`src/hdl/ps2_session_ctrl.sv`:
```
/*
 * Session controller for the PS/2 keyboard. Sends the LED command and LED
 * byte after reset and after each idle timeout, then passes keys through
 * and holds the keyboard off after every key until keyack or timeout.
 */
`default_nettype none
`timescale 1ns/1ps

module ps2_session_ctrl #(
	parameter int TIMER_SHORT_BIT = 15,
	parameter int TIMER_LONG_BIT  = 19
) (
	input  logic clk,
	input  logic reset,
	input  logic rx_ready,
	input  logic rx_busy,
	input  logic tx_done,
	input  logic keystrobe,
	input  logic keyack,
	output logic clk_release,
	output logic rx_clear,
	output logic load_cmd,
	output logic load_leds
);

	typedef enum logic [2:0] {
		ST_RESET,	// clear timer, load 0xED
		ST_CMD_RTS,	// request-to-send for the command
		ST_CMD_WAIT,	// command out, wait for 0xFA
		ST_LED_RTS,
		ST_LED_WAIT,
		ST_IDLE,	// waiting for a key
		ST_HOLD		// keyboard inhibited
	} state_t;

	state_t                  state;
	state_t                  state_next;
	logic [TIMER_LONG_BIT:0] timer;
	logic                    timer_clear;
	logic                    timer_short;
	logic                    timer_long;

	//--------------------------------------------------
	// timer, stops once the long bit sets
	//--------------------------------------------------
	assign timer_short = timer[TIMER_SHORT_BIT];
	assign timer_long  = timer[TIMER_LONG_BIT];

	always_ff @(posedge clk)
	begin
		if (reset || timer_clear)
			timer <= '0;
		else if (!timer_long)
			timer <= timer + 1'b1;
	end

	always_ff @(posedge clk)
	begin
		if (reset)
			state <= ST_RESET;
		else
			state <= state_next;
	end

	always_comb
	begin
		state_next  = state;
		clk_release = 1'b1;
		rx_clear    = 1'b0;
		timer_clear = 1'b0;
		load_cmd    = 1'b0;
		load_leds   = 1'b0;
		case (state)
			ST_RESET:
			begin
				clk_release = 1'b0;
				rx_clear    = 1'b1;
				timer_clear = 1'b1;
				load_cmd    = 1'b1;
				state_next  = ST_CMD_RTS;
			end
			ST_CMD_RTS, ST_LED_RTS:
			begin
				clk_release = 1'b0;
				rx_clear    = 1'b1;
				if (timer_short)
					state_next = (state == ST_CMD_RTS) ? ST_CMD_WAIT : ST_LED_WAIT;
			end
			ST_CMD_WAIT, ST_LED_WAIT:
			begin
				rx_clear    = ~tx_done;	// keep our own frame out of the receiver
				timer_clear = 1'b1;
				if (rx_ready)
				begin
					load_leds  = (state == ST_CMD_WAIT);
					state_next = (state == ST_CMD_WAIT) ? ST_LED_RTS : ST_IDLE;
				end
			end
			ST_IDLE:
			begin
				timer_clear = keystrobe || rx_ready;	// idle time counts from the last frame
				if (keystrobe)
					state_next = ST_HOLD;
				else if (!rx_busy && timer_long)
					state_next = ST_RESET;	// refresh LEDs
			end
			ST_HOLD:
			begin
				clk_release = 1'b0;
				timer_clear = keyack;
				if (keyack || timer_long)
					state_next = ST_IDLE;
			end
			default:
				state_next = ST_RESET;
		endcase
	end

	a_state_legal: assert property (@(posedge clk) disable iff (reset)
		state inside {ST_RESET, ST_CMD_RTS, ST_CMD_WAIT, ST_LED_RTS,
			ST_LED_WAIT, ST_IDLE, ST_HOLD});

endmodule

`default_nettype wire

```
`config.mk`:
```
export PLATFORM = sky130hd
export DESIGN_NAME = ps2_session_ctrl
export DESIGN_NICKNAME = d
export VERILOG_FILES = /design/src/hdl/ps2_session_ctrl.sv
export SDC_FILE = /design/constraint.sdc
export NUM_CORES = 1
export LEC_CHECK = 0
export ABC_AREA = 1
export BUFFER_PORTS_ARGS = -buffer_cell sky130_fd_sc_hd__buf_4
export CAP_MARGIN = 20
export CORE_MARGIN = 5
export CORE_UTILIZATION = 25
export CTS_CLUSTER_SIZE = 8
export DETAILED_ROUTE_END_ITERATION = 16
export PLACE_DENSITY = 0.48
export SLEW_MARGIN = 15
export SYNTH_ARGS = -nofsm -noshare
export SYNTH_HDL_FRONTEND = slang
export SYNTH_SLANG_ARGS = --single-unit
```
`constraint.sdc`:
```
create_clock -name clk -period 1.6 [get_ports clk]
set_clock_uncertainty 0.1 [all_clocks]
set_input_delay 0.32 -clock clk [delete_from_list [all_inputs] [get_ports clk]]
set_output_delay 0.32 -clock clk [all_outputs]
set_load 0.01 [all_outputs]
```
# == After elaboration in Yosys (flattened, before gate mapping) ==
# Index checks and enable logic that the tools add are counted.
# classes
reduce_logical,12
eq_ne,10
bitwise_logic,1
n_addsub,1
mux,15
# ops
op,count
$mux W3,7
$add A20 B1 Y20 const B,1
$mux W20,1
$pmux W3 S5,1
$eq A3 B3 Y1 const B,3
$eq A3 B2 Y1 const B,2
$ne A2 B2 Y1 const B,3
$reduce_or A3 Y1,2
$mux W1,4
$reduce_and A4 Y1,1
$reduce_or A2 Y1,2
$reduce_or A4 Y1,1
$eq A3 B1 Y1 const B,1
$logic_not A3 Y1,1
$logic_or A1 B1 Y1,3
$ne A3 B3 Y1 const B,1
$pmux W1 S3,1
$pmux W1 S2,1
$logic_and A1 B1 Y1,1
$logic_not A1 Y1,1
$not A1 Y1,1
# totals
output_inout_bits,4
in_bits,7
ff_bits,23

# == Depth between registers and ports, before layout ==
# logic_depth
word_depth,5
ltp_mapped,10
depth_no_buf,8

# == Least setup slack after synthesis ==
# Ideal clock, no wire load.
# synth_timing
kind,reg2reg
start,register timer[0]
end,register timer[10]
t_arrival_ns,1.183
path_stages_with_launch,9
period_less_slack_ns,1.396
path_slack_ns,0.204
setup_ns,0.114
path_cell_list,dfxtp_1 > ha_1 > inv_1 > nor3_4 > nand2_1 > nor2_1 > nand2_1 > nand2_1 > nor2_1
# synth_via
elab_chain_len,1
# synth_rtl
item,line,source
"start, declared",38,logic [TIMER_LONG_BIT:0] timer;
"start signal, assigned",54,timer <= timer + 1'b1;
$add A20 B1 Y20,54,
# Every way passes these cells.
# A chain may end at the register's enable or synchronous reset.

# == Worst setup path after layout ==
# layout_timing
start,register state[2]
end,output clk_release
# layout_via
elab_chain_len,3
elab_cells_between_ends,6
cone_classes,eq/ne (3); mux (1); reduce/logical (2)
# layout_rtl
item,line,source
"start, declared",36,state_t state;
"start signal, assigned",62,state <= state_next;
"$eq A3 B1 Y1, or another cell as far along",73,case (state)
$reduce_or A4 Y1 (no source line) *,n/a,
$mux W1 *,73,
"end, declared",20,"output logic clk_release,"
# Every way passes the cells marked *; elsewhere a longest branch is shown, timed or not.

==> metrics.cfg <==
[global_route]
grt_antenna_before_repair=0
grt_max_degree=13
grt_pass1_wl_um=5130
grt_pass1_vias=1132
grt_overflow=0
grt_use_total=0.0874

[synth]
synth.mux.area_fraction=0
synth_top_family_by_area=simple AND/OR/NAND/NOR gates
synth_warnings=0
yosysSeqAreaShare=0.329
synth_fa_ha_area_frac=0.00893
ys_types=28
synth_top_area_share=0.329
ys_ff_latch=23
synth_area_um2=1400
synth_xor_area_frac=0.0313
synth_top_area_cell=dfxtp_1
synth.avg_cell_area_um2=6.58
async_flop_share=0
synth_edf_count=0
yosys.area_share.simple=0.442
synth_compound_area_frac=0.0732
dominantRegCellSynth=dfxtp_1
synth_nets=221
syn_inst=213
synth_area_leaders=dfxtp_1, nand2_1, nor2_1
synthTopCellsByCount=nand2_1, nor2_1, inv_1
yosysMostFrequentCell=nand2_1

[job]
maxCapViolations=0

[cts]
h-tree-depth=1
hold_buffers=0
clk_latency_ns=0.26
path_clk_slew_ns=0.08
clockRootBuffer=clkbuf_8
clock_path_buffers=2
cts_tree=built
clock_sinks=23
numCtsBuffers=3

[routing]
drtPass1Iterations=4
drc=0
vias=1273
routed_wl_um=3060
wire_per_inst_um=10.1
drtIter0Drc=59
via_per_inst=4.20
detail-route-antenna-nets=0

[setup_path]
crit_chain=xor2_2, o21ai_1, buf_4
crit_path_max_fanout=6
worst_path_max_delay_cell=dfxtp_4
startpoint_type=flip-flop
criticalPathCategory=reg -> out
critPathArrivalTime_ns=1.13
crit_required_ns=1.18
worstSetupEndpointType=output port
critical-path-max-stage-delay_ns=0.38

[sta]
relSlewSlack=0.830
finalHoldViolations=0
setup_viol=0
fin_ws_ns=0.0457
rsz0062_at_grt=true
layout_min_cycle_time_ns=1.55
fin_crit_sh=0.971
worst_pin_slew_ns=0.254
fmax_mhz=643
slew_viol_final=0

[floorplanning]
io_pins=11
core_um2=5470
row_count=27
die_area_um2=7200
die_y_um=84.9
start_util=0.256
die_w_um=84.9

[finish]
nets=240
drive_above_1_share=0.229
instances_no_fill=303
fill_cells=618
multi_input_comb_area_um2=806
fin_util=0.305
area_growth_pct=19.1
final-seq-area_um2=469
diodes=0

[hold_path]
hold_class=in -> reg

[place]
portBuffers=10
placed_cells=296
dp_hpwl_um=2320
dp_slack_ns=0.0948
finalWeightedCongestion=0.807

[pwr]
powerDensity_nw_per_um2=1170
leakagePower_nw=0.643
power_mw=1.95
vdd_drop_max_uv=512

[status]
outcome=finished clean

[state kept, by name, summed over array words and instances (netlist names)]
signal	cells
state	3
timer	20
[worst paths after layout]
check	startpoint	end	slack, ns	depth (start not counted)
min reg2reg	timer[1]	timer[1]	0.39	2
max reg2reg	timer[0]	timer[12]	0.14	7
max	state[2]	clk_release	0.05	3
min	reset	state[1]	0.25	4
[power by group]
group,leakage (nW),internal [mW],switching [mW]
registers,0.188,0.641,0.0906
logic,0.433,0.365,0.488
clock network,0.0228,0.178,0.191
[layer usage]
layer	track usage	wire [um]
met1	0.121	1620
met2	0.132	1360
met3	0.0204	43
met4	0.0302	38
met5	0	0
[stage by stage]
stage	setup TNS, ns	instance area, um^2	hold WS (ns)
floorplan	0	1400	0.360
global placement	0	1570	0.380
detailed placement	0	1570	0.383
CTS	0	1620	0.243
global route	-0.0130	1670	0.252
finish	0	1670	0.248
[critical path: cells and delay by family (launching register included)]
| kind | cells | cell delay (ns) |
|---|---|---|
| XOR/XNOR | 1 | 0.18 |
| buffers and inverters | 1 | 0.14 |
| flip-flops | 1 | 0.38 |
| AO/OA/AOI/OAI | 1 | 0.17 |
[cell usage in the layout, fill, tap and decap left out, types with 2 or more instances in the layout]
cell type | synthesis | layout
o21ai_1 | 0 | 2
o21ai_2 | 2 | 2
nand3_1 | 11 | 11
nor2_2 | 3 | 8
xnor2_1 | 3 | 3
clkbuf_8 | 0 | 3
nand2_1 | 48 | 48
o21ai_0 | 7 | 5
dfxtp_4 | 0 | 2
nor2_4 | 3 | 4
nor3_1 | 7 | 7
nor3b_2 | 2 | 2
dfxtp_1 | 23 | 20
buf_4 | 1 | 19
inv_1 | 25 | 25
nand3_2 | 2 | 2
nor2_1 | 41 | 35
nand4_1 | 6 | 6
inv_2 | 5 | 5
a21oi_1 | 10 | 10
[cell type report]
type / count / share of cell area
multi-input cells: 154 / 0.483
flip-flops and latches: 23 / 0.281
repair buffers: 19 / 0.0855
inverters: 31 / 0.0697
well taps: 72 / 0.0540
clock buffers: 4 / 0.0270
[cells by family (layout without fill, tap and decap cells)]
group | Yosys count | count (layout)
flops | 23 | 23
compound gates | 19 | 19
buf+inv | 36 | 54
simple gates | 129 | 129
fa+ha+maj | 1 | 1
xor+xnor | 5 | 5
[timing repair]
action,in CTS,in global routing
setup buffers,0,3
endpoints found under the hold margin,0,0
endpoints found under the setup margin,4,8
resized for setup,5,13
pin swaps,0,1
Note: power is estimated with default switching activity, not from simulation.
