===== config.mk =====
export PLATFORM = sky130hd
export DESIGN_NAME = amiga_key_filter
export DESIGN_NICKNAME = d
export VERILOG_FILES = /design/src/hdl/amiga_key_pkg.sv /design/src/hdl/amiga_key_filter.sv
export SDC_FILE = /design/constraint.sdc
export NUM_CORES = 1
export LEC_CHECK = 0
export BUFFER_PORTS_ARGS = -buffer_cell sky130_fd_sc_hd__clkbuf_2
export CAP_MARGIN = 20
export CORE_UTILIZATION = 40
export DETAILED_ROUTE_END_ITERATION = 10
export PLACE_DENSITY_LB_ADDON = 0.25
export SLEW_MARGIN = 20
export SYNTH_ARGS = -nofsm -noshare
export SYNTH_HDL_FRONTEND = slang
export SYNTH_SLANG_ARGS = --single-unit

===== constraint.sdc =====
create_clock -name clk -period 2.6 [get_ports clk]
set_clock_uncertainty 0.1 [all_clocks]
set_input_delay 0.52 -clock clk [delete_from_list [all_inputs] [get_ports clk]]
set_output_delay 0.52 -clock clk [all_outputs]
set_load 0.02 [all_outputs]

===== src/hdl/amiga_key_pkg.sv =====
/*
 * Amiga side definitions: the raw key word handed to the host and the
 * keymap table word, which is either a key entry or a PS/2 prefix entry.
 */
`default_nettype none

package amiga_key_pkg;

	localparam int AKEY_CODE_W = 7;

	// bit 7 set on release, raw key code below
	typedef logic [AKEY_CODE_W:0] akey_t;

	//--------------------------------------------------
	// keymap table word
	//--------------------------------------------------
	typedef struct packed {
		logic                   valid;		// maps to an Amiga key
		logic                   ctrl;
		logic                   alt_left;
		logic                   alt_right;
		logic                   caps;
		logic                   numlock;	// toggles numlock, no key code
		logic                   keypad;		// blocked while numlock is on
		logic                   spare;
		logic                   is_prefix;	// clear in a key entry
		logic [AKEY_CODE_W-1:0] code;
	} keymap_key_t;

	typedef struct packed {
		logic [7:0] spare;
		logic       is_prefix;
		logic [3:0] pad;
		logic       is_ack;
		logic       is_rel;
		logic       is_ext;
	} keymap_prefix_t;

	// one table word, decoded as a key or as a prefix
	typedef union packed {
		keymap_key_t    key;
		keymap_prefix_t prefix;
	} keymap_entry_u;

endpackage

`default_nettype wire


===== src/hdl/amiga_key_filter.sv =====
/*
 * Amiga key event filter. Drops typematic repeats, emulates the latching
 * Amiga capslock, raises keystrobe for each event that survives and
 * drives kbdrst while ctrl or caps and both alt keys are held.
 */
`default_nettype none
`timescale 1ns/1ps

module amiga_key_filter
	import amiga_key_pkg::*;
(
	input  logic  clk,
	input  logic  reset,
	input  logic  key_valid,
	input  akey_t key_word,
	input  logic  ctrl,
	input  logic  alt_left,
	input  logic  alt_right,
	input  logic  caps,
	output logic  keystrobe,
	output akey_t keydat,
	output logic  capslock,
	output logic  kbdrst
);

	akey_t      last_key;	// last press, or its own release
	logic       same_code;
	logic       repeat_evt;
	logic [2:0] key_hit;	// ctrl or caps, left alt, right alt
	logic [2:0] key_held;

	assign same_code  = (last_key[AKEY_CODE_W-1:0] == key_word[AKEY_CODE_W-1:0]);
	assign repeat_evt = same_code && (last_key[AKEY_CODE_W] == key_word[AKEY_CODE_W]);

	always_ff @(posedge clk)
	begin
		if (reset)
			last_key <= '0;
		else if (key_valid && (!key_word[AKEY_CODE_W] || same_code))
			last_key <= key_word;
	end

	// toggles on a fresh caps press only
	always_ff @(posedge clk)
	begin
		if (reset)
			capslock <= 1'b0;
		else if (key_valid && caps && !key_word[AKEY_CODE_W] && !repeat_evt)
			capslock <= ~capslock;
	end

	// with capslock set, all caps events are swallowed
	assign keystrobe = key_valid && !(capslock && caps) && !repeat_evt;
	assign keydat    = key_word;

	//--------------------------------------------------
	// reset combination
	//--------------------------------------------------
	assign key_hit = {ctrl | caps, alt_left, alt_right};

	always_ff @(posedge clk)
	begin
		if (reset)
			key_held <= '0;
		else
			for (int i = 0; i < 3; i++)
				if (key_valid && key_hit[i])
					key_held[i] <= !key_word[AKEY_CODE_W];
	end

	assign kbdrst = &key_held;

	// one strobe per mapped key event
	a_strobe_pulse: assert property (@(posedge clk) disable iff (reset)
		keystrobe |-> key_valid ##1 !keystrobe);

endmodule

`default_nettype wire


**After elaboration in Yosys (flattened, before gate mapping)**

Index checks and enable logic that the tools add are counted.

- RAM bits: 0
- Flip-flop bits (word level): 12
- Memory bits (read-only): 0
- Bits in latches: 0
- Memories kept: 0

- Bitwise logic cells: 2
- Equal/unequal tests: 2
- Add/sub/neg operators: 0
- Reduce and logical (&&, ||, !) cells: 16
- Multiplexer cells: 0
- Multiply operators: 0
- $lt $le $gt $ge: 0
- Shift operators: 0
- Div/mod/pow operators: 0

Operators by type and width:

| kind | count |
|---|---|
| logical AND 1 bit | 11 |
| equality test 7 bit | 1 |
| logical NOT 1 bit | 3 |
| AND reduction 3 bit | 1 |
| equality test 1 bit | 1 |
| logical OR 1 bit | 1 |
| NOT 1 bit | 1 |
| OR 1 bit | 1 |

**Longest topological paths before layout**

Gate-level depths: netlist of run 1.

- Depth after elaboration: 4
- Depth in mapped cells: 5

**Worst setup path after synthesis of run 1**

No wires, ideal clock.

- Kind: input to output
- From: in key_word[0]
- To: out keystrobe
- Arrival: 1.291 ns
- Stages: 3
- Slack: 0.689 ns
- Cell sequence: xor2_1 > nor4_2 > a31oi_1

- Cells in the longest elaborated chain, start to end: 4

Ends and longest elaborated chain:

| item | line | text |
|---|---|---|
| from (decl) | amiga_key_filter.sv:15 | `input akey_t key_word,` |
| equality test 7 bit | amiga_key_filter.sv:32 | `assign same_code = (last_key[AKEY_CODE_W-1:0] == key_word[AKEY_CODE_W-1:0]);` |
| logical AND 1 bit | amiga_key_filter.sv:33 | `assign repeat_evt = same_code && (last_key[AKEY_CODE_W] == key_word[AKEY_CODE_W]);` |
| logical NOT 1 bit | amiga_key_filter.sv:53 | `assign keystrobe = key_valid && !(capslock && caps) && !repeat_evt;` |
| logical AND 1 bit | amiga_key_filter.sv:53 |  |
| to (decl) | amiga_key_filter.sv:20 | `output logic keystrobe,` |

Every way passes these cells.

**Worst setup path after layout of run 1**

Same ends and word-level chain as after synthesis.

==> flow_summary.json, run 1 <==
{
  "p_leak_nw": 0.365,
  "worstReg2RegStart": "last_key[1]",
  "async_flop_share_pct": 0,
  "p_sw_uw": 117,
  "areaGrowthSynthToFinish_pct": 14.1,
  "start_util_pct": 44.5,
  "critPathKind": "in2out",
  "die_h_um": 43.7,
  "status": "finished, violations left",
  "place_ws_ps": 414,
  "comb_power_share_pct": 18.4,
  "setup_violations": 0,
  "io_pins": 26,
  "synth_area_per_cell_um2": 9.26,
  "clk_latency_ps": 280,
  "netlist.area_leader.share_pct": 34.6,
  "slew_headroom_pct": 70.8,
  "ant_nets": 0,
  "rsz0062_at_grt": "no",
  "hold_start": "alt_right",
  "path_clk_slew_ps": 80,
  "post_drt_via_cell_ratio": 5.10,
  "routed_wl_um": 1290,
  "synth_edf_count": 0,
  "cap_violations": 0,
  "synthFlopType": "dfxtp_1",
  "fin_ws_ps": 460,
  "cts_buffers": 3,
  "synthTopCellsByArea": "dfxtp_1 (35%), nand2b_1 (12%), mux2i_1 (10%)",
  "critPathMaxFanout": 4,
  "path_common_cell": "clkbuf_2",
  "arrival_ps": 1520,
  "grt_pass1_wl_um": 2080,
  "synth_top_area_cell": "dfxtp_1",
  "post-route-min-period_ps": 2140,
  "critPathTopFamily": "simple AND/OR/NAND/NOR gates",
  "worst_pin_slew_ps": 438,
  "cp_slowest_stage_delay_ps": 420,
  "powerDensity_nw_per_um2": 543,
  "slew_viol_final": 0,
  "n_antenna_cell": 0,
  "cp-end-kind": "output pin",
  "p_sw_share_pct": 27.1,
  "num_rows": 14,
  "cp_slowest_cell": "nor4_2",
  "cellInternalPower_uw": 313,
  "core_um2": 1560,
  "finalCritPeriodShare_pct": 82.3,
  "yosys.cell_types.count": 23,
  "grt_pass1_vias": 508,
  "clock-root-buffer": "clkbuf_4",
  "setup_tns_ps": 0,
  "crit_path_start_kind": "primary input",
  "drt_first_pass_iters": 7,
  "cts_max_level": 1,
  "grt_max_degree": 21,
  "track_usage_pct": 15.9,
  "ctsResizeCount": 0,
  "critPathLaunch": "key_word[0]",
  "drt_iter0_markers": 16,
  "ys_seq_area_share_pct": 34.6,
  "cts_sinks": 12,
  "grt.overflow.total": 0,
  "failed_checks": "design-rule violations",
  "fmax_mhz": 467,
  "cts_tree": "yes",
  "ys_ff_latch": 12,
  "io_buffers": 25,
  "worstHoldPathType": "in2reg",
  "fp.dieW_um": 43.7,
  "dp_hpwl_um": 966,
  "hold_viol_final": 0,
  "post_cts_buffers": 0,
  "drc_errors": 1,
  "synthCells": 75,
  "wl_per_cell_um": 11.9,
  "synth_nets": 90,
  "pwr-share-clk_pct": 35.1,
  "die-area_um2": 1910,
  "cp.required_ps": 1980,
  "drive_above_1_share_pct": 33.7,
  "peakVddDrop_uv": 366,
  "vias": 551,
  "nets": 108,
  "path_cells": "clkbuf_2 -> xor2_1 -> nor4_2 -> a31oi_1 -> clkbuf_2",
  "gp_congestion": 0.610,
  "cts_buffer_depth": 2,
  "seq_power_share_pct": 46.5,
  "ys_warn_count": 0,
  "hold_buffers": 0,
  "netlist_area_um2": 694,
  "worst-path-buf-inv": 2,
  "antenna_found_initial": 0
}
[power groups by stage]
stage | Combinational [mW] | Clock (mW) | Sequential [mW]
global placement | 0.0775 | 0 | 0.203
CTS | 0.0800 | 0.153 | 0.200
detailed placement | 0.0797 | 0 | 0.205
finish | 0.0792 | 0.151 | 0.200
global route | 0.0870 | 0.164 | 0.201
floorplan | 0.0608 | 0 | 0.204
[metrics by stage]
stage	total power [mW]	cells	hold slack (ps)	area, um^2	util (%)
3_5_place_dp	0.284	104	385	756	48.5
6_report	0.430	108	356	792	50.8
2_1_floorplan	0.265	75	360	694	-
3_3_place_gp	0.281	104	371	756	48.5
4_1_cts	0.433	108	355	792	50.8
5_1_grt	0.452	108	363	792	50.8
[cell families after synthesis]
| family | share of synthesized area (%) |
|---|---|
| buf+inv | 12.1 |
| simple gates | 21.4 |
| compound gates | 10.1 |
| xor+xnor | 10.1 |
| flops | 34.6 |
| mux | 11.7 |
[Yosys cell counts (2+ instances only)]
master	number
clkbuf_1	2
a21oi_1	2
nand2_1	3
xor2_1	7
a311oi_1	2
nor2_1	2
nor2b_1	2
buf_4	8
nor3_1	2
nand2b_1	13
a31oi_1	3
dfxtp_1	12
mux2i_1	7
[final timing paths]
path | to | slack, ps | depth (start not counted)
hold reg to reg | last_key[4] | 390 | 2
setup / recovery | keystrobe | 460 | 5
setup reg to reg | last_key[1] | 750 | 4
hold / removal | key_held[0] | 360 | 2
[per-layer routing]
layer	part of all wire (%)	routed length, um	global-route usage (%)	up-vias
met2	49	634	25.1	19
met5	0	0	0	-
met3	7.0	90	7.50	2
met4	1.4	18	9.38	0
met1	42	544	17.3	248
li1	-	-	-	282
[final cells by class]
type	count	area, um^2
Timing Repair Buffer	25	125
Clock buffer	4	36.3
Tap cell	16	20.0
Multi-Input combinational cell	51	370
Sequential cell	12	240
Fill cell	163	767
[cells in the final DEF, fill, tap and decap left out]
master / instances
clkbuf_2: 25
nand2b_1: 13
nor4_2: 1
a21oi_1: 2
o21a_1: 1
nand2_1: 3
and3_1: 1
a211oi_1: 1
xor2_1: 7
nor2b_1: 2
mux2i_1: 7
dfxtp_1: 12
clkbuf_8: 1
mux2_2: 1
a31oi_1: 3
or2b_1: 1
xnor2_1: 1
a311oi_1: 2
a31o_1: 1
nor2_1: 2
clkbuf_4: 3
nor3_1: 2
[flip-flops by register name, summed over array words and instances, names as in the netlist]
register and count:
capslock 1, last_key 8, key_held 3
Note: power is estimated with default switching activity, not from simulation.
==> inputs of run 2 (changes only) <==
==> constraint.sdc (replaced) <==
create_clock -name clk -period 2.1 [get_ports clk]
set_clock_uncertainty 0.1 [all_clocks]
set_input_delay 0.42 -clock clk [delete_from_list [all_inputs] [get_ports clk]]
set_output_delay 0.42 -clock clk [all_outputs]
set_load 0.02 [all_outputs]
==> run 2 against run 1 <==
- critical path type is now reg2out
- sequential share of layout area decreased by 1.2 points
- die area unchanged
- total power increased by 24%
- clock power increased by 19%
- cell count increased by 0.93%
- design area increased by 4.3%
- critical path depth decreased by 1
- largest power group unchanged
- global-route usage decreased by 0.63 points
- largest cell class unchanged
- the run still ends with design-rule violations left
- combinational power increased by 35%
- first-iteration DRC count decreased by 56%
- setup slack got worse by 300 ps
==> flow_summary.json, run 2 (synthesized netlist as in run 1, its figures left out) <==
{
  "cap_violations": 0,
  "finalCritPeriodShare_pct": 92.2,
  "fmax_mhz": 516,
  "vias": 541,
  "cts_tree": "yes",
  "worstReg2RegStart": "last_key[0]",
  "io_pins": 26,
  "drc_errors": 1,
  "drt_iter0_markers": 7,
  "cp_slowest_cell": "nor4_4",
  "hold_viol_final": 0,
  "largest_register": "last_key",
  "timing.critical_path.to": "keystrobe",
  "die-area_um2": 1910,
  "failed_checks": "design-rule violations",
  "path_clk_slew_ps": 70,
  "wl_per_cell_um": 11.3,
  "layout_common_cells": "clkbuf_2 (25), nand2b_1 (13), dfxtp_1 (12), xor2_1 (7), mux2i_1 (7)",
  "p_leak_nw": 0.376,
  "routed_wl_um": 1230,
  "hold_start": "alt_right",
  "post_cts_buffers": 0,
  "io_buffers": 25,
  "worst_pin_slew_ps": 318,
  "critPathTopFamily": "simple AND/OR/NAND/NOR gates",
  "ant_nets": 0,
  "largest_register_ffs": 8,
  "place_area_um2": 776,
  "rr_endpoint": "last_key[0]",
  "critPathMaxFanout": 4,
  "worst-path-buf-inv": 1,
  "grt_max_degree": 21,
  "setup_violations": 0,
  "peakVddDrop_uv": 473,
  "wl_met1_um": 542,
  "nets": 109,
  "drive_above_1_share_pct": 35.5,
  "slew_headroom_pct": 78.8,
  "post_drt_via_cell_ratio": 4.96,
  "cp_slowest_stage_delay_ps": 360,
  "r2r_slack_ps": 520,
  "worstHoldPathType": "in2reg",
  "setup_tns_ps": 0,
  "cp-end-kind": "output pin",
  "status": "finished, violations left",
  "drt_first_pass_iters": 7,
  "rsz0062_at_grt": "no",
  "grt_pass1_vias": 508,
  "cts_buffer_depth": 2,
  "grt.overflow.total": 0,
  "path_cells": "xor2_1 -> nor4_4 -> a31oi_1 -> clkbuf_2",
  "core_um2": 1560,
  "cts_buffers": 3,
  "top_layer": "met4",
  "reg_top3": "last_key (8), key_held (3), capslock (1)",
  "antenna_found_initial": 0,
  "met3_length_um": 75,
  "critPathLaunch": "last_key[0]",
  "arrival_ps": 1420,
  "hold_slack_ps": 267,
  "critPathKind": "reg2out",
  "start_util_pct": 44.5,
  "cts_sinks": 12,
  "track_usage_pct": 15.3,
  "slew_viol_final": 0,
  "wl_met2_um": 599,
  "post-route-min-period_ps": 1940,
  "areaGrowthSynthToFinish_pct": 18.9,
  "postLayoutCellArea_um2": 826,
  "num_rows": 14,
  "n_antenna_cell": 0,
  "gp_congestion": 0.640,
  "cp.required_ps": 1580,
  "grt_pass1_wl_um": 2100,
  "crit_path_start_kind": "register",
  "reg2reg_depth": 5,
  "clock-root-buffer": "clkbuf_4",
  "cts_max_level": 1,
  "powerDensity_nw_per_um2": 647,
  "worst-path-stages": 4,
  "clk_latency_ps": 270,
  "fp.dieW_um": 43.7,
  "die_h_um": 43.7,
  "final_common_cell": "clkbuf_2"
}
-- run 2: what timing repair did --
item | 4_1_cts | 5_1_grt
hold buffers | 0 | 0
hold endpoints to repair | 0 | 0
endpoints found under the setup margin | 0 | 1
resized for setup | 0 | 2
-- run 2: per-stage QoR --
stage / power (mW) / setup slack, ps / utilization [%] / instances
2_1_floorplan: 0.327 / 389 / - / 75
3_3_place_gp: 0.353 / 162 / 49.8 / 105
3_5_place_dp: 0.356 / 174 / 49.8 / 105
4_1_cts: 0.538 / 80.1 / 52.1 / 109
5_1_grt: 0.563 / 47.6 / 53.0 / 109
6_report: 0.535 / 164 / 53.0 / 109
-- run 2: worst min-delay path by stage --
stage	depth (start not counted)	to	slack (ps)
global route	2	key_held[0]	270
finish	2	key_held[0]	270
detailed placement	2	last_key[2]	380
CTS	2	key_held[1]	260
floorplan	2	last_key[1]	360
global placement	2	last_key[3]	370
-- run 2: where the power goes --
group | internal (mW) | switching [mW] | total [mW]
Sequential | 0.240 | 0.00746 | 0.247
Combinational | 0.0477 | 0.0593 | 0.107
Clock | 0.105 | 0.0750 | 0.180
Total | 0.393 | 0.142 | 0.535
-- run 2: cell type report --
type	count	area [um^2]
multi-input cells	51	384
clock buffers	4	36.3
flip-flops and latches	12	240
fillers	152	733
well taps	16	20.0
repair buffers	26	145
-- run 2: metal layers --
metal  track usage (%)  vias to the layer above
li1                  -                      286
met2              25.1                       16
met4              5.63                        0
met3              6.25                        2
met5                 0                        -
met1              17.7                      237
==> inputs of run 3 (changes only) <==
--- a/config.mk
+++ b/config.mk
@@ -7,10 +7,11 @@
 export LEC_CHECK = 0
 export BUFFER_PORTS_ARGS = -buffer_cell sky130_fd_sc_hd__clkbuf_2
 export CAP_MARGIN = 20
+export CORE_MARGIN = 4
 export CORE_UTILIZATION = 40
 export DETAILED_ROUTE_END_ITERATION = 10
 export PLACE_DENSITY_LB_ADDON = 0.25
-export SLEW_MARGIN = 20
+export SLEW_MARGIN = 0
 export SYNTH_ARGS = -nofsm -noshare
 export SYNTH_HDL_FRONTEND = slang
 export SYNTH_SLANG_ARGS = --single-unit
==> run 3 against run 2 <==
- via count grew 1.3%
- setup slack lost 60 ps
- maximum frequency shrank 3.0%
- highest routed layer is now met3
- sequential cell count is the same
- total power grew 0.84%
- the run now ends clean
- combinational power is essentially flat
- worst hold slack is essentially flat
- non-clock buffer count grew 1
- design area shrank 0.61%
- die area grew 29%
- register-to-register slack lost 20 ps
- cell count grew 0.92%
==> flow_summary.json, run 3 (synthesized netlist as in run 1, its figures left out) <==
{
  "status": "finished, final reports clean",
  "drt_iter0_markers": 9,
  "io_pins": 26,
  "post-route-min-period_ps": 2000,
  "busiest_layer": "met2",
  "cts_tree": "yes",
  "n_antenna_cell": 0,
  "fmax_mhz": 501,
  "largest_register_ffs": 8,
  "r2r_slack_ps": 500,
  "drt_first_pass_iters": 2,
  "ant_nets": 0,
  "slew_headroom_pct": 79.2,
  "finalCritPeriodShare_pct": 95.1,
  "grt.overflow.total": 0,
  "hold_start": "alt_left",
  "drive_above_1_share_pct": 36.2,
  "cts_sinks": 12,
  "cts_buffer_depth": 2,
  "critPathMaxFanout": 4,
  "path_clk_slew_ps": 80,
  "cap_violations": 0,
  "clock-root-buffer": "clkbuf_4",
  "cts_buffers": 3,
  "slew_viol_final": 0,
  "core_um2": 1580,
  "layout_common_cells": "clkbuf_2 (25), nand2b_1 (13), dfxtp_1 (12), xor2_1 (7), mux2i_1 (7)",
  "cts_max_level": 1,
  "antenna_found_initial": 0,
  "cp_slowest_cell": "nor4_4",
  "rsz0062_at_grt": "no",
  "gp_congestion": 0.702,
  "grt_pass1_vias": 481,
  "cp-end-kind": "output pin",
  "nets": 110,
  "track_usage_pct": 10.5,
  "drc_errors": 0,
  "start_util_pct": 44.0,
  "reg2reg_depth": 5,
  "grt_max_degree": 21,
  "post_drt_via_cell_ratio": 4.98,
  "areaGrowthSynthToFinish_pct": 18.2,
  "largest_register": "last_key",
  "grt.met1_usage_pct": 13.4,
  "rr_endpoint": "last_key[2]",
  "worstHoldPathType": "in2reg",
  "die_h_um": 49.7,
  "worstHoldPathCells": 2,
  "final_common_cell": "clkbuf_2",
  "cp_slowest_stage_delay_ps": 370,
  "reg_top3": "last_key (8), key_held (3), capslock (1)",
  "worst_pin_slew_ps": 309,
  "grt_use_met2_pct": 16.1,
  "peakVddDrop_uv": 349,
  "vias": 548,
  "wl_per_cell_um": 12.3,
  "grt_pass1_wl_um": 2020,
  "crit_path_start_kind": "register",
  "worstHoldEndpoint": "key_held[1]",
  "cp.required_ps": 1580,
  "path_cells": "xor2_1 -> nor4_4 -> a31oi_1 -> clkbuf_2",
  "dp_hpwl_um": 1030,
  "grt_use_met3_pct": 3.61,
  "hold_viol_final": 0,
  "io_buffers": 25,
  "setup_tns_ps": 0,
  "arrival_ps": 1480,
  "setup_violations": 0,
  "powerDensity_nw_per_um2": 657,
  "hold_slack_ps": 267,
  "fp.dieW_um": 49.7,
  "clk_latency_ps": 270,
  "nFillCells": 158,
  "critPathKind": "reg2out",
  "routed_wl_um": 1350,
  "num_rows": 14,
  "worstReg2RegStart": "last_key[0]",
  "die-area_um2": 2470,
  "p_leak_nw": 0.378
}
run 3: how the worst max path moves through the flow:
stage,from,to,slack (ps),cells past startpoint
floorplan,key_word[0],keystrobe,390,3
global placement,key_word[0],keystrobe,180,5
detailed placement,key_word[0],keystrobe,160,5
CTS,last_key[0],keystrobe,70,4
global route,last_key[0],keystrobe,20,4
finish,last_key[0],keystrobe,100,4
run 3: cell type report:
| type | count | area, um^2 | area share, % |
|---|---|---|---|
| multi-input cells | 51 | 384 | 46.8 |
| clock buffers | 4 | 36.3 | 4.42 |
| flip-flops and latches | 12 | 240 | 29.3 |
| well taps | 16 | 20.0 | 2.44 |
| repair buffers | 27 | 140 | 17.1 |
run 3: power by group:
group | switching [mW] | leakage (nW) | internal [mW]
registers | 0.00715 | 0.0984 | 0.240
logic | 0.0603 | 0.258 | 0.0463
clock network | 0.0802 | 0.0210 | 0.105
run 3: metal layers:
layer  vias up  wire, um
li1        284         -
met1       251       638
met2        13       650
met3         0        62
met4         0         0
met5         -         0
run 3: stage by stage:
| step | cells | total power [mW] | cell area (um^2) | setup WS, ps | utilization, % |
|---|---|---|---|---|---|
| finish | 110 | 0.539 | 821 | 104 | 52.1 |
| detailed placement | 106 | 0.354 | 771 | 158 | 48.9 |
| CTS | 110 | 0.538 | 807 | 65.7 | 51.2 |
| floorplan | 75 | 0.327 | 694 | 389 | - |
| global placement | 106 | 0.352 | 771 | 184 | 48.9 |
| global route | 110 | 0.567 | 821 | 18.0 | 52.1 |
run 3: critical path: cells and delay by family (launching register included):
| family | cells | cell delay, ps |
|---|---|---|
| compound gates | 1 | 150 |
| buf+inv | 1 | 170 |
| flops | 1 | 320 |
| simple gates | 1 | 370 |
| xor+xnor | 1 | 190 |
run 3: what timing repair did:
item,in CTS,in global routing
hold buffers,0,0
buffers inserted,0,0
setup endpoints to repair,0,1
resized for setup,0,2
