File: src/hdl/ps2_pkg.sv
/*
 * PS/2 protocol constants and frame sizes for the keyboard front end.
 * Modules that talk to the PS/2 line import this package in their header.
 */
`default_nettype none

package ps2_pkg;

	localparam int PS2_BYTE_W  = 8;
	localparam int PS2_FRAME_W = 11;	// start, 8 data, parity, stop

	typedef logic [PS2_BYTE_W-1:0] ps2_byte_t;

	// host command
	localparam ps2_byte_t PS2_CMD_SET_LEDS = 8'hED;

	// keyboard prefix and reply codes
	localparam ps2_byte_t PS2_CODE_EXTENDED = 8'hE0;
	localparam ps2_byte_t PS2_CODE_RELEASE  = 8'hF0;
	localparam ps2_byte_t PS2_CODE_ACK      = 8'hFA;

endpackage

`default_nettype wire

File: src/hdl/amiga_key_pkg.sv
/*
 * Amiga side definitions: the raw key word handed to the host and the
 * keymap table word, which is either a key entry or a PS/2 prefix entry.
 */
`default_nettype none

package amiga_key_pkg;

	localparam int AKEY_CODE_W = 7;

	// bit 7 set on release, raw key code below
	typedef logic [AKEY_CODE_W:0] akey_t;

	//--------------------------------------------------
	// keymap table word
	//--------------------------------------------------
	typedef struct packed {
		logic                   valid;		// maps to an Amiga key
		logic                   ctrl;
		logic                   alt_left;
		logic                   alt_right;
		logic                   caps;
		logic                   numlock;	// toggles numlock, no key code
		logic                   keypad;		// blocked while numlock is on
		logic                   spare;
		logic                   is_prefix;	// clear in a key entry
		logic [AKEY_CODE_W-1:0] code;
	} keymap_key_t;

	typedef struct packed {
		logic [7:0] spare;
		logic       is_prefix;
		logic [3:0] pad;
		logic       is_ack;
		logic       is_rel;
		logic       is_ext;
	} keymap_prefix_t;

	// one table word, decoded as a key or as a prefix
	typedef union packed {
		keymap_key_t    key;
		keymap_prefix_t prefix;
	} keymap_entry_u;

endpackage

`default_nettype wire

File: src/hdl/scancode_mapper.sv
/*
 * Scan code set 2 to Amiga raw key mapper. A registered table lookup
 * indexed by the extended flag and the scan code, followed by prefix
 * tracking, numlock handling and a register stage for key_valid.
 */
`default_nettype none
`timescale 1ns/1ps

module scancode_mapper
	import ps2_pkg::*;
	import amiga_key_pkg::*;
(
	input  logic      clk,
	input  logic      reset,
	input  ps2_byte_t rx_byte,
	input  logic      rx_ready,
	output logic      key_valid,
	output akey_t     key_word,
	output logic      ctrl,
	output logic      alt_left,
	output logic      alt_right,
	output logic      caps,
	output logic      numlock
);

	keymap_entry_u entry;		// table word, one cycle after rx_ready
	logic          entry_en;
	logic          ext_seen;	// E0 received
	logic          rel_seen;	// F0 received
	logic          is_key;
	logic          pfx_ext;
	logic          pfx_rel;
	logic          pfx_ack;

	always_ff @(posedge clk)
	begin
		if (reset)
			entry_en <= 1'b0;
		else
			entry_en <= rx_ready;
	end

	assign is_key  = entry_en && !entry.key.is_prefix;
	assign pfx_ext = entry_en && entry.prefix.is_prefix && entry.prefix.is_ext;
	assign pfx_rel = entry_en && entry.prefix.is_prefix && entry.prefix.is_rel;
	assign pfx_ack = entry_en && entry.prefix.is_prefix && entry.prefix.is_ack;

	// an ack from the keyboard leaves pending prefixes alone
	always_ff @(posedge clk)
	begin
		if (reset)
		begin
			ext_seen <= 1'b0;
			rel_seen <= 1'b0;
		end
		else if (pfx_ext)
			ext_seen <= 1'b1;
		else if (pfx_rel)
			rel_seen <= 1'b1;
		else if (entry_en && !pfx_ack)
		begin
			ext_seen <= 1'b0;
			rel_seen <= 1'b0;
		end
	end

	always_ff @(posedge clk)
	begin
		if (reset)
			numlock <= 1'b0;
		else if (is_key && entry.key.numlock && !rel_seen)
			numlock <= ~numlock;
	end

	always_ff @(posedge clk)
	begin
		if (reset)
			key_valid <= 1'b0;
		else
			key_valid <= is_key && entry.key.valid && !(entry.key.keypad && numlock);
	end

	always_ff @(posedge clk)
	begin
		key_word  <= {rel_seen, entry.key.code};
		ctrl      <= entry.key.ctrl;
		alt_left  <= entry.key.alt_left;
		alt_right <= entry.key.alt_right;
		caps      <= entry.key.caps;
	end

	//--------------------------------------------------
	// keymap, {extended, scan code}, empty unless listed
	//--------------------------------------------------
	always_ff @(posedge clk)
	begin
		if (rx_ready)
		begin
			case ({ext_seen, rx_byte})
				9'h016:	entry <= 16'h8001;	// 1
				9'h01e:	entry <= 16'h8002;	// 2
				9'h026:	entry <= 16'h8003;
				9'h025:	entry <= 16'h8004;
				9'h02e:	entry <= 16'h8005;
				9'h036:	entry <= 16'h8006;
				9'h03d:	entry <= 16'h8007;
				9'h03e:	entry <= 16'h8008;
				9'h046:	entry <= 16'h8009;
				9'h045:	entry <= 16'h800a;	// 0
				9'h015:	entry <= 16'h8010;	// q
				9'h01d:	entry <= 16'h8011;
				9'h024:	entry <= 16'h8012;
				9'h02d:	entry <= 16'h8013;
				9'h02c:	entry <= 16'h8014;
				9'h035:	entry <= 16'h8015;
				9'h03c:	entry <= 16'h8016;
				9'h043:	entry <= 16'h8017;
				9'h044:	entry <= 16'h8018;
				9'h04d:	entry <= 16'h8019;	// p
				9'h01c:	entry <= 16'h8020;	// a
				9'h01b:	entry <= 16'h8021;
				9'h023:	entry <= 16'h8022;
				9'h02b:	entry <= 16'h8023;
				9'h034:	entry <= 16'h8024;
				9'h033:	entry <= 16'h8025;
				9'h03b:	entry <= 16'h8026;
				9'h042:	entry <= 16'h8027;
				9'h04b:	entry <= 16'h8028;	// l
				9'h01a:	entry <= 16'h8031;	// z
				9'h022:	entry <= 16'h8032;
				9'h021:	entry <= 16'h8033;
				9'h02a:	entry <= 16'h8034;
				9'h032:	entry <= 16'h8035;
				9'h031:	entry <= 16'h8036;
				9'h03a:	entry <= 16'h8037;	// m
				9'h029:	entry <= 16'h8040;	// space
				9'h066:	entry <= 16'h8041;	// backspace
				9'h00d:	entry <= 16'h8042;	// tab
				9'h05a:	entry <= 16'h8044;	// return
				9'h076:	entry <= 16'h8045;	// escape
				9'h012:	entry <= 16'h8060;	// left shift
				9'h059:	entry <= 16'h8061;	// right shift
				9'h058:	entry <= 16'h8862;	// capslock
				9'h014:	entry <= 16'hc063;	// ctrl
				9'h011:	entry <= 16'ha064;	// left alt
				9'h111:	entry <= 16'h9065;	// right alt
				9'h11f:	entry <= 16'h8066;	// left amiga
				9'h127:	entry <= 16'h8067;	// right amiga
				9'h077:	entry <= 16'h0400;	// numlock, toggle only
				9'h070:	entry <= 16'h820f;	// keypad 0
				9'h069:	entry <= 16'h821d;	// keypad 1
				9'h072:	entry <= 16'h821e;
				9'h06b:	entry <= 16'h822d;	// keypad 4
				9'h075:	entry <= 16'h823e;	// keypad 8
				9'h175:	entry <= 16'h804c;	// cursor up
				9'h172:	entry <= 16'h804d;
				9'h174:	entry <= 16'h804e;
				9'h16b:	entry <= 16'h804f;	// cursor left
				{1'b0, PS2_CODE_EXTENDED}, {1'b1, PS2_CODE_EXTENDED}:
					entry <= 16'h0081;
				{1'b0, PS2_CODE_RELEASE}, {1'b1, PS2_CODE_RELEASE}:
					entry <= 16'h0082;
				{1'b0, PS2_CODE_ACK}, {1'b1, PS2_CODE_ACK}:
					entry <= 16'h0084;
				default:
					entry <= 16'h0000;
			endcase
		end
	end

endmodule

`default_nettype wire

File: config.mk
export PLATFORM = sky130hd
export DESIGN_NAME = scancode_mapper
export DESIGN_NICKNAME = d
export VERILOG_FILES = /design/src/hdl/ps2_pkg.sv /design/src/hdl/amiga_key_pkg.sv /design/src/hdl/scancode_mapper.sv
export SDC_FILE = /design/constraint.sdc
export NUM_CORES = 1
export LEC_CHECK = 0
export ABC_AREA = 1
export BUFFER_PORTS_ARGS = -buffer_cell sky130_fd_sc_hd__clkbuf_2
export CAP_MARGIN = 20
export CORE_MARGIN = 10
export CORE_UTILIZATION = 58
export DETAILED_ROUTE_END_ITERATION = 12
export HOLD_SLACK_MARGIN = 0.08
export PLACE_DENSITY = 0.8
export SLEW_MARGIN = 20
export SYNTH_ARGS = -nofsm -noshare
export SYNTH_HDL_FRONTEND = slang
export SYNTH_SLANG_ARGS = --single-unit
File: constraint.sdc
create_clock -name clk -period 1.7 [get_ports clk]
set_input_delay 0.17 -clock clk [delete_from_list [all_inputs] [get_ports clk]]
set_output_delay 0.17 -clock clk [all_outputs]
set_load 0.01 [all_outputs]
Word level (Yosys, flattened, before mapping)
Cells that the tools add are included.

Register bits after elaboration: 33. Word-level logic and storage cells: 106.

Eq/ne operators: 66. Multiplexer cells: 5. Bitwise operators: 2. Reduce and logical (&&, ||, !) cells: 22.

Operators by type and width (number): case mux 16 bit (62 select lines) (1); == test 9 x 6 -> 1 bit (second input constant) (23); == test 9 x 7 -> 1 bit (second input constant) (18); == test 9 x 5 -> 1 bit (second input constant) (10); == test 9 bit (second input constant) (10); == test 9 x 8 -> 1 bit (second input constant) (3); logical AND 1 bit (11); == test 9 x 4 -> 1 bit (second input constant) (1); OR reduction 2 bit (3); logical NOT 1 bit (4); two-way mux 1 bit (4); AND reduction 2 bit (2); nonzero test 2 bit (2); inequality test 2 bit (second input constant) (1); NOT 1 bit (2).

Logic depth before layout (Yosys ltp)
Gate-level depths: netlist of the first run.

Depth in word-level cells: 7. Gate-level depth with buffers: 12. Mapped depth without buffers: 12.

Worst setup path before layout of the first run
OpenSTA, ideal clock, no wires.

Kind: flip-flop to flip-flop. Start point: register ext_seen. End point: register entry[15] in the netlist's numbering (data pin). Library setup time: 254 ps. Arrival: 1226 ps. Path slack: 220 ps. Stages on the path, launching flop included: 12. Buffers on the path: 2. Cells stage by stage: dfxtp_1 buf_6 inv_2 buf_6 nand3_2 nor2_1 nor2_1 nand2_1 nor2_2 nand2_1 nor2_1 nand2_1.

Cells in the longest elaborated chain, start to end: 3. Elaborated cells between the ends (all ways): 69. Those cells by class: 65 x eq/ne; 1 x mux; 3 x reduce/logical.

RTL lines: start, declared (RTL line scancode_mapper.sv:28) `logic ext_seen;`; start signal, assigned (RTL line scancode_mapper.sv:53) `ext_seen <= 1'b0;`; start signal, assigned (RTL line scancode_mapper.sv:57) `ext_seen <= 1'b1;`; start signal, assigned (RTL line scancode_mapper.sv:62) `ext_seen <= 1'b0;`; == test 9 x 8 -> 1 bit or == test 9 bit (tied branches) (RTL line scancode_mapper.sv:99) `case ({ext_seen, rx_byte})`; OR reduction 2 bit (RTL line scancode_mapper.sv:99); case mux 16 bit (62 select lines) * (RTL line scancode_mapper.sv:99); end signal, assigned (RTL line scancode_mapper.sv:100) `9'h016: entry <= 16'h8001;`; end signal, assigned (RTL line scancode_mapper.sv:101) `9'h01e: entry <= 16'h8002;`; end signal, assigned (RTL line scancode_mapper.sv:102) `9'h026: entry <= 16'h8003;`; end, declared (RTL line scancode_mapper.sv:26) `keymap_entry_u entry;`.

Every way passes the cells marked *; elsewhere a longest branch is shown, timed or not. A chain may end at the register's enable or synchronous reset.

Worst setup path after layout of the first run
Same ends and word-level chain as after synthesis.

==> impl_metrics.csv, run 1 <==
group,metric,value,unit
timing,slew_headroom,72.9,%
timing,final_hold_viol_count,0,
synth,syn_nets,319,
global_routing,grt_pass1_wl,9930,µm
layout,design_area,0.00232,mm²
floorplanning,start_util,60.0,%
synth,yosysWarnings,0,
global_routing,antenna_found_initial,0,
floorplanning,row_count,21,
cts,clkTransAtPathRegs,0.11,ns
layout,final_cell_mix,"nand2_1 (91), nor2_1 (67), inv_1 (35)",
floorplanning,dieArea,0.00620,mm²
setup_path,path_class,"flop to flop",
routing,via_count,2157,
global_routing,grtUsageTotal,19.7,%
layout,instances_no_fill,391,
routing,drtAntennaViolNets,0,
synth,synth-seq-cells,32,
power,power.total,1.64,mW
layout,fin_util,69.4,%
timing,finalSetupViolations,0,
routing,drt-initial-drc-count,190,
layout,multi_input_area,0.00106,mm²
layout,fill_cells,296,
cts,htree_levels,2,
global_routing,grt_max_degree,17,
timing,fin_skew,0.0159,ns
routing,drc_errors,0,
power,p_per_area,707,mW/mm²
job,max-cap-violations,0,
global_routing,grt_pass1_vias,2145,
routing,viasPerCell,5.52,
layout,syn_to_final_growth,15.7,%
setup_path,cp-startpoint,"ext_seen$_SDFFE_PP0P_",
timing,finalCriticalPeriod,1.58,ns
cts,cts_buffers,5,
setup_path,crit_chain,"inv_4, nand2_1, nor2_1, nand2_1, nand2_1, inv_1, nand2_1, nor2_1, nand2_1, nor2_1, nand2_1",
layout,mostFrequentLayoutCell,"nand2_1",
timing,worst_slew_pin_slew,0.404,ns
placed_design,gp_congestion,1.07,
setup_path,slowest_stage,"dfxtp_2",
setup_path,crit_path_max_incr_delay,0.41,ns
floorplanning,coreArea,0.00334,mm²
placed_design,portBuffers,24,
global_routing,gr-total-overflow,0,
timing,fin_ws,0.118,ns
timing,fin_setup_tns,0,ns
power,leakagePower,1.31,nW
cts,cts_tree,"yes",
setup_path,cpLargestDelayFamily,"simple AND/OR/NAND/NOR gates",
placed_design,post_dp_cell_area,0.00220,mm²
timing,fin_crit_sh,93.1,%
synth,netlist_area,0.00200,mm²
timing,max_freq,0.632,GHz
timing,hold_ws,0.295,ns
floorplanning,die_w,78.8,µm
synth,avgSynthCellArea,6.50,µm²
layout,seq_area,792,µm²
setup_path,path_common_cell,"nand2_1",
power,ir_drop,361,µV
placed_design,dp.cells,382,
cts,cts_sinks,32,
routing,wl,5930,µm
routing,wl_per_cell,15.2,µm
synth,synth_top_area_cell,"edfxtp_1",
timing,rsz0062_at_grt,"false",
placed_design,place_ws,0.0492,ns
setup_path,cp_num_buf_inv,2,
synth,seq_area_frac_synth,39.5,%
setup_path,crit_path_end_kind,"flop",
floorplanning,die_y,78.8,µm
setup_path,required,1.81,ns
layout,nNetsFinal,355,
cts,clk_latency,0.34,ns
cts,cts_root_buf,"clkbuf_4",
cts,clockBufferDepth,2,
outcome,outcome,"complete, no violations",
setup_path,crit_arrival,1.69,ns
min_path,hp-class,"input port to flop",
floorplanning,io_pins,25,
synth,synth.distinct_cells,22,
synth,synth_area_leaders,"edfxtp_1 (22%), nand2_1 (17%), dfxtp_1 (17%), nor2_1 (13%), nand3_1 (6.7%)",
synth,synth_top_area_share,22.5,%
setup_path,cp-start-kind,"flop",
placed_design,dp_hpwl,4960,µm
min_path,hp-start,"rx_ready",
layout,n_antenna_cell,0,
setup_path,r2r_start,"ext_seen$_SDFFE_PP0P_",
setup_path,crit_path_max_fanout,6,
timing,drv_slew,0,
layout,layout-drive-gt1-share,17.1,%
routing,drt_pass1_iterations,5,
synth,syn_inst,308,
-- layout make-up --
class / instances / share of cell area, %
Sequential cell: 32 / 34.2
Tap cell: 46 / 2.48
Timing Repair Buffer: 31 / 7.56
Multi-Input combinational cell: 236 / 45.6
Clock buffer: 8 / 3.89
Inverter: 38 / 6.26
-- synth_stat cells --
cell	count
o21ai_0	11
nor3_1	6
a21oi_1	8
inv_2	3
o22ai_1	1
nor2_1	67
nand4_1	5
edfxtp_1	15
nand3_1	27
o21ai_2	1
nand2_1	91
buf_6	2
dfxtp_1	17
and3_1	1
o211ai_1	2
nor2_2	8
nand3b_1	2
nand3_2	2
inv_1	35
nand3_4	1
nand2_2	2
nor2_4	1
-- power by group --
part	switching [mW]	internal, mW	leakage (nW)
clock network	0.254	0.331	0.0497
registers	0.0147	0.845	0.296
logic	0.135	0.0591	0.969
total	0.404	1.24	1.31
-- logic make-up after synthesis --
group	synth area share, %
and+or+nand+nor	46.0
DFF	39.5
buffers and inverters	8.24
AOI/OAI and AO/OA	6.25
-- worst reg2reg max path: stages, from the launching register on --
cell and delay (ns):
dfxtp_2 0.41, inv_4 0.08, nand2_1 0.12, nor2_1 0.10, nand2_1 0.08, nand2_1 0.05, inv_1 0.05, nand2_1 0.07
nor2_1 0.17, nand2_1 0.07, nor2_1 0.09, nand2_1 0.06
-- final timing paths --
check	end	slack [ns]	cells after the start
worst min register to register	ctrl$_DFF_P_	0.35	0
worst max register to register	entry[15]$_DFFE_PP_	0.12	11
worst max-delay path	entry[15]$_DFFE_PP_	0.12	11
worst min-delay path	entry_en$_SDFF_PP0_	0.29	3
-- state kept, by name, summed over array words and instances, names as in the netlist --
register	count
alt_left	1
key_valid	1
entry_en	1
rel_seen	1
alt_right	1
ext_seen	1
caps	1
key_word	8
ctrl	1
entry	15
numlock	1
-- routing by layer --
metal  vias to the layer above  part of all wire [%]  track usage, %
met5                         -                     0               0
met4                         0                   4.4            12.2
met3                        22                   7.5            3.04
met2                       119                    48            33.5
met1                       963                    40            22.8
li1                       1053                     -               -
-- repair_timing --
item                                   CTS  global route
hold buffers                             1             0
setup endpoints to repair                0             5
endpoints found under the hold margin    2             0
buffers inserted                         0             0
resized for setup                        0             4
Power figures use the tool's default switching activity.
==> run 2, diff against run 1 <==
--- a/config.mk
+++ b/config.mk
@@ -5,11 +5,11 @@
 export SDC_FILE = /design/constraint.sdc
 export NUM_CORES = 1
 export LEC_CHECK = 0
-export ABC_AREA = 1
 export BUFFER_PORTS_ARGS = -buffer_cell sky130_fd_sc_hd__clkbuf_2
 export CAP_MARGIN = 20
 export CORE_MARGIN = 10
-export CORE_UTILIZATION = 58
+export CORE_UTILIZATION = 59
+export CTS_CLUSTER_SIZE = 10
 export DETAILED_ROUTE_END_ITERATION = 12
 export HOLD_SLACK_MARGIN = 0.08
 export PLACE_DENSITY = 0.8
==> run 2 against run 1 <==
The run now ends with setup timing left. Non-clock buffer count is 82 higher. Via count rose by 36%. Global-route usage rose by 5.9 points. Synthesized area up 19%. Synthesized cell count shrank 8.8%. Routed wire length up 58%. Clock skew down 0.012 ns. Clock power up 24%. Design area increased by 45%. Final cell count up 9.0%. Flip-flop and latch count is the same. Critical path type unchanged. Largest cell class unchanged. Largest power group unchanged.
==> impl_metrics.csv, run 2 <==
group,metric,value,unit
outcome,outcome,"finished, violations left",
outcome,failed_checks,"setup timing",
timing,worst_slew_pin_slew,0.637,ns
floorplanning,row_count,23,
job,max-cap-violations,0,
floorplanning,coreArea,0.00394,mm²
routing,drt-initial-drc-count,520,
layout,layout-drive-gt1-share,39.4,%
synth,avgSynthCellArea,8.46,µm²
global_routing,grt_pass1_wl,14900,µm
synth,syn_nets,292,
synth,synthSimpleGateAreaFrac,38.6,%
placed_design,gp_congestion,1.04,
synth,synth-edff-count,15,
power,power.total,2.09,mW
cts,ctsHoldBuffers,0,
floorplanning,die_y,83.5,µm
layout,nNetsFinal,386,
routing,drc_errors,0,
routing,wl,9340,µm
layout,n_antenna_cell,0,
layout,syn_to_final_growth,41.7,%
synth,netlist_area,0.00238,mm²
routing,drt_pass1_iterations,5,
layout,largest_register_ffs,15,
layout,mostFrequentLayoutCell,"buf_4",
synth,synth_top_family_by_area,"simple AND/OR/NAND/NOR gates",
power,leakagePower,1.34,nW
synth,synthAdderAreaFrac,0,%
timing,rsz0062_at_grt,"true",
global_routing,grt_max_degree,19,
synth,synth-seq-cells,32,
synth,synth_compound_area_share,18.8,%
cts,clk_latency,0.28,ns
setup_path,required,1.83,ns
synth,yosys_most_used_dff,"dfxtp_1",
setup_path,crit_path_max_fanout,5,
timing,max_freq,0.527,GHz
placed_design,dp.cells,417,
layout,largestRegisters,"entry x15, key_word x8",
synth,syn_inst,281,
routing,viasPerCell,6.91,
timing,finalCriticalPeriod,1.90,ns
synth,async_reset_ff_share,0,%
synth,synth_mux_area_share,0,%
cts,cts_buffers,5,
floorplanning,start_util,60.3,%
floorplanning,die_w,83.5,µm
placed_design,dp_hpwl,6840,µm
cts,cts_root_buf,"clkbuf_8",
routing,wl_per_cell,21.9,µm
cts,htree_levels,2,
synth,synth_top_cells_by_count,"nand2_1 (21), nor2_1 (21), buf_2 (19), dfxtp_1 (17), nand4_1 (16)",
setup_path,r2r_cells,6,
timing,fin_ws,-0.197,ns
floorplanning,dieArea,0.00697,mm²
cts,cts_tree,"yes",
layout,fill_cells,229,
synth,synth_xor_area_share,2.95,%
global_routing,grtUsageTotal,25.7,%
synth,synth_top_area_cell,"edfxtp_1",
global_routing,antenna_found_initial,0,
synth,synth_top_area_share,19.0,%
layout,top_register,"entry",
power,p_per_area,620,mW/mm²
timing,drv_slew,0,
layout,final_cell_mix,"buf_4 (84), clkbuf_2 (24), nand2_1 (21)",
routing,via_count,2943,
layout,instances_no_fill,426,
global_routing,gr-total-overflow,0,
timing,fin_crit_sh,112,%
timing,slew_headroom,57.4,%
placed_design,portBuffers,24,
synth,synth_area_leaders,"edfxtp_1 (19%), dfxtp_1 (14%), nand4_1 (4.2%), buf_2 (4.0%), nand2_1 (3.3%)",
cts,clockBufferDepth,2,
cts,cts_sinks,32,
timing,finalSetupViolations,7,
setup_path,crit_arrival,2.03,ns
min_path,hold_depth,2,
timing,final_hold_viol_count,0,
routing,drtAntennaViolNets,0,
timing,fin_skew,0.00379,ns
synth,seq_area_frac_synth,33.3,%
setup_path,cp-start-kind,"flop",
power,ir_drop,395,µV
setup_path,path_class,"flop to flop",
synth,yosysWarnings,0,
global_routing,grt_pass1_vias,2855,
cts,clkTransAtPathRegs,0.06,ns
synth,synth.distinct_cells,64,
floorplanning,io_pins,25,
setup_path,crit_path_end_kind,"flop",
min_path,hp-class,"input port to flop",
[run 2: cell types whose count changed after synthesis, sizes merged, moves of 12 or more]
cell	change
inv	-34
nand2	-72
nand3	-16
nor2	-55
buf	+21
nor2b	+12
[run 2: layout make-up]
type | instances | area [µm²] | area share, %
flip-flops and latches | 32 | 795 | 23.6
inverters | 4 | 18.8 | 0.557
clock buffers | 8 | 121 | 3.60
well taps | 50 | 62.6 | 1.86
multi-input cells | 219 | 1540 | 45.6
repair buffers | 113 | 833 | 24.7
[run 2: critical path: stages, from the launching register on]
cell and delay [ns]:
dfxtp_4 0.36, or4b_4 0.50, or2_4 0.27, buf_6 0.13
o32ai_4 0.25, a211oi_2 0.06, nand4b_1 0.16
[run 2: routing by layer]
metal | global-route usage, % | wire [µm] | share of wire (%)
met1 | 29.6 | 3310 | 35
met2 | 42.4 | 4400 | 47
met3 | 6.05 | 1120 | 12
met4 | 14.6 | 508 | 5.4
met5 | 0 | 0 | 0
[run 2: cell families after synthesis]
group	Yosys count
flops	32
xor+xnor	8
simple gates	150
compound gates	61
buf+inv	30
[run 2: path summary, 6_finish.rpt]
path | end | slack (ns) | start
setup / recovery | entry[2]$_DFFE_PP_ | -0.20 | ext_seen$_SDFFE_PP0P_
hold / removal | numlock$_SDFFE_PP0P_ | 0.15 | reset
setup reg to reg | entry[2]$_DFFE_PP_ | -0.20 | ext_seen$_SDFFE_PP0P_
hold reg to reg | key_word[4]$_DFF_P_ | 0.34 | entry[4]$_DFFE_PP_
[run 2: per-stage QoR]
stage / setup TNS, ns / area, µm² / util, % / hold slack [ns] / setup slack [ns]
CTS: -0.838 / 3300 / 83.6 / 0.117 / -0.197
floorplan: -0.0119 / 2380 / - / 0.239 / -0.00652
global route: -1.15 / 3370 / 85.4 / 0.159 / -0.236
global placement: -1.58 / 3120 / 79.1 / 0.323 / -0.268
detailed placement: -1.66 / 3120 / 79.1 / 0.328 / -0.288
finish: -0.902 / 3370 / 85.4 / 0.151 / -0.197
[run 2: report_power, final]
| part | internal, mW | total (mW) | switching [mW] |
|---|---|---|---|
| registers | 0.845 | 0.863 | 0.0179 |
| clock network | 0.457 | 0.724 | 0.267 |
| logic | 0.220 | 0.502 | 0.281 |
| total | 1.52 | 2.09 | 0.566 |
[run 2: what timing repair did]
action,4_1_cts,5_1_grt
gates resized for setup,12,12
pin swaps,7,7
setup endpoints to repair,8,8
buffers inserted,1,0
==> run 3, diff against run 2 <==
--- a/config.mk
+++ b/config.mk
@@ -5,7 +5,7 @@
 export SDC_FILE = /design/constraint.sdc
 export NUM_CORES = 1
 export LEC_CHECK = 0
-export BUFFER_PORTS_ARGS = -buffer_cell sky130_fd_sc_hd__clkbuf_2
+export BUFFER_PORTS_ARGS = -buffer_cell sky130_fd_sc_hd__buf_4
 export CAP_MARGIN = 20
 export CORE_MARGIN = 10
 export CORE_UTILIZATION = 59
==> run 3 against run 2 <==
Critical path type unchanged. Clock power rose by 3%. Core utilization increased by 3.9 points. Design area rose by 4.6%. Critical path depth unchanged. Die area unchanged. Routed wire length up 4.6%. The run still ends with setup timing left. Global-route usage is 1.2 points higher. Final cell count is 3.8% higher. Register-to-register slack improved by 0.02 ns.
==> impl_metrics.csv, run 3 (synthesized netlist as in run 2, its figures left out) <==
group,metric,value,unit
cts,cts_tree,"yes",
timing,fin_skew,0.0115,ns
cts,cts_buffers,5,
routing,via_count,3075,
power,internal_power,1.55,mW
cts,clockBufferDepth,2,
global_routing,antenna_found_initial,0,
layout,largest_register_ffs,15,
setup_path,path_class,"flop to flop",
routing,drt-initial-drc-count,553,
outcome,failed_checks,"setup timing",
timing,final_hold_viol_count,0,
cts,htree_levels,2,
cts,clk_latency,0.29,ns
layout,mostFrequentLayoutCell,"buf_4",
layout,syn_to_final_growth,48.2,%
timing,drv_slew,0,
layout,largestRegisters,"entry x15, key_word x8",
cts,clkTransAtPathRegs,0.07,ns
power,p_sw,0.599,mW
timing,worst_slew_pin_slew,0.587,ns
floorplanning,die_w,83.5,µm
placed_design,dp_hpwl,6790,µm
timing,fin_crit_sh,110,%
global_routing,grt_pass1_wl,15500,µm
setup_path,crit_arrival,2.01,ns
layout,seq_area,795,µm²
routing,drc_errors,0,
layout,design_area,0.00352,mm²
power,p_comb_share,25.1,%
routing,wl_per_cell,22.1,µm
floorplanning,io_pins,25,
placed_design,gp_congestion,1.02,
layout,final_cell_mix,"buf_4 (124), nand2_1 (21), nor2_1 (20)",
timing,max_freq,0.533,GHz
power,p_per_area,611,mW/mm²
placed_design,post_dp_cell_area,0.00325,mm²
setup_path,cp-start-kind,"flop",
setup_path,required,1.84,ns
min_path,hp-class,"input port to flop",
floorplanning,start_util,60.3,%
floorplanning,dieArea,0.00697,mm²
power,power_frac_seq,40.3,%
power,ir_drop,323,µV
global_routing,gr-total-overflow,0,
job,max-cap-violations,0,
placed_design,dp.cells,430,
floorplanning,die_y,83.5,µm
global_routing,grt_max_degree,20,
power,p_clk_share,34.6,%
setup_path,crit_path_end_kind,"flop",
layout,fill_cells,207,
placed_design,portBuffers,24,
outcome,outcome,"finished, violations left",
routing,drtAntennaViolNets,0,
layout,instances_no_fill,442,
timing,finalCriticalPeriod,1.88,ns
layout,fin_util,89.3,%
timing,finalSetupViolations,8,
setup_path,crit_path_max_fanout,4,
layout,multi_input_area,0.00153,mm²
floorplanning,coreArea,0.00394,mm²
timing,fin_ws,-0.176,ns
global_routing,grt_pass1_vias,2898,
cts,cts_root_buf,"clkbuf_8",
layout,n_antenna_cell,0,
layout,top_register,"entry",
routing,viasPerCell,6.96,
layout,nNetsFinal,402,
timing,rsz0062_at_grt,"true",
timing,slew_headroom,60.8,%
routing,drt_pass1_iterations,6,
floorplanning,row_count,23,
cts,cts_sinks,32,
layout,layout-drive-gt1-share,41.3,%
power,leakagePower,1.44,nW
routing,wl,9770,µm
global_routing,grtUsageTotal,26.9,%
power,netSwitchingFraction,27.9,%
## run 3: area by class of cell
cell class | count | share of cell area (%)
tap | 50 | 1.78
multi-input combinational | 219 | 43.5
timing repair buffer | 129 | 28.3
clock buffer | 8 | 3.45
sequential | 32 | 22.6
inverter | 4 | 0.426
## run 3: layer usage
| layer | GRT usage [%] | vias up | part of all wire, % |
|---|---|---|---|
| met5 | 0 | - | 0 |
| met4 | 17.2 | 0 | 6.4 |
| met3 | 4.20 | 85 | 11 |
| met2 | 43.1 | 303 | 46 |
| met1 | 32.7 | 1381 | 37 |
| li1 | - | 1306 | - |
## run 3: path summary, 6_finish.rpt
path | from | to | slack [ns] | cells after the start
hold reg to reg | entry[6]$_DFFE_PP_ | key_word[6]$_DFF_P_ | 0.36 | 0
setup reg to reg | ext_seen$_SDFFE_PP0P_ | entry[0]$_DFFE_PP_ | -0.18 | 6
setup / recovery | ext_seen$_SDFFE_PP0P_ | entry[0]$_DFFE_PP_ | -0.18 | 6
hold / removal | rx_ready | entry[13]$_DFFE_PP_ | 0.25 | 1
## run 3: power by group through the flow
stage / Sequential, mW / Combinational, mW / Clock (mW)
2_1_floorplan: 0.882 / 0.220 / 0
3_3_place_gp: 0.878 / 0.483 / 0
3_5_place_dp: 0.880 / 0.491 / 0
4_1_cts: 0.867 / 0.511 / 0.744
5_1_grt: 0.869 / 0.567 / 0.772
6_report: 0.868 / 0.540 / 0.744
## run 3: timing repair
action / in CTS / in global routing
buffers inserted: 2 / 1
endpoints found under the hold margin: 2 / 0
endpoints found under the setup margin: 8 / 8
hold buffers: 1 / 0
gates resized for setup: 13 / 12
pin swaps: 9 / 9
## run 3: worst max-delay path, cell delays in order, from the launching register on
cell and delay, ns:
dfxtp_4 0.36, or4b_4 0.49, or2_4 0.25, buf_6 0.13, o22ai_1 0.24, a311oi_1 0.11, nand4bb_1 0.15
## run 3: per-stage QoR
step                worst slack (ns)  total power [mW]  hold slack, ns  setup TNS, ns
global route                  -0.206              2.21           0.258          -1.54
CTS                           -0.169              2.12           0.254         -0.722
global placement              -0.218              1.36           0.326          -1.03
detailed placement            -0.205              1.37           0.330          -1.14
floorplan                   -0.00652              1.10           0.239        -0.0119
finish                        -0.176              2.15           0.255         -0.706
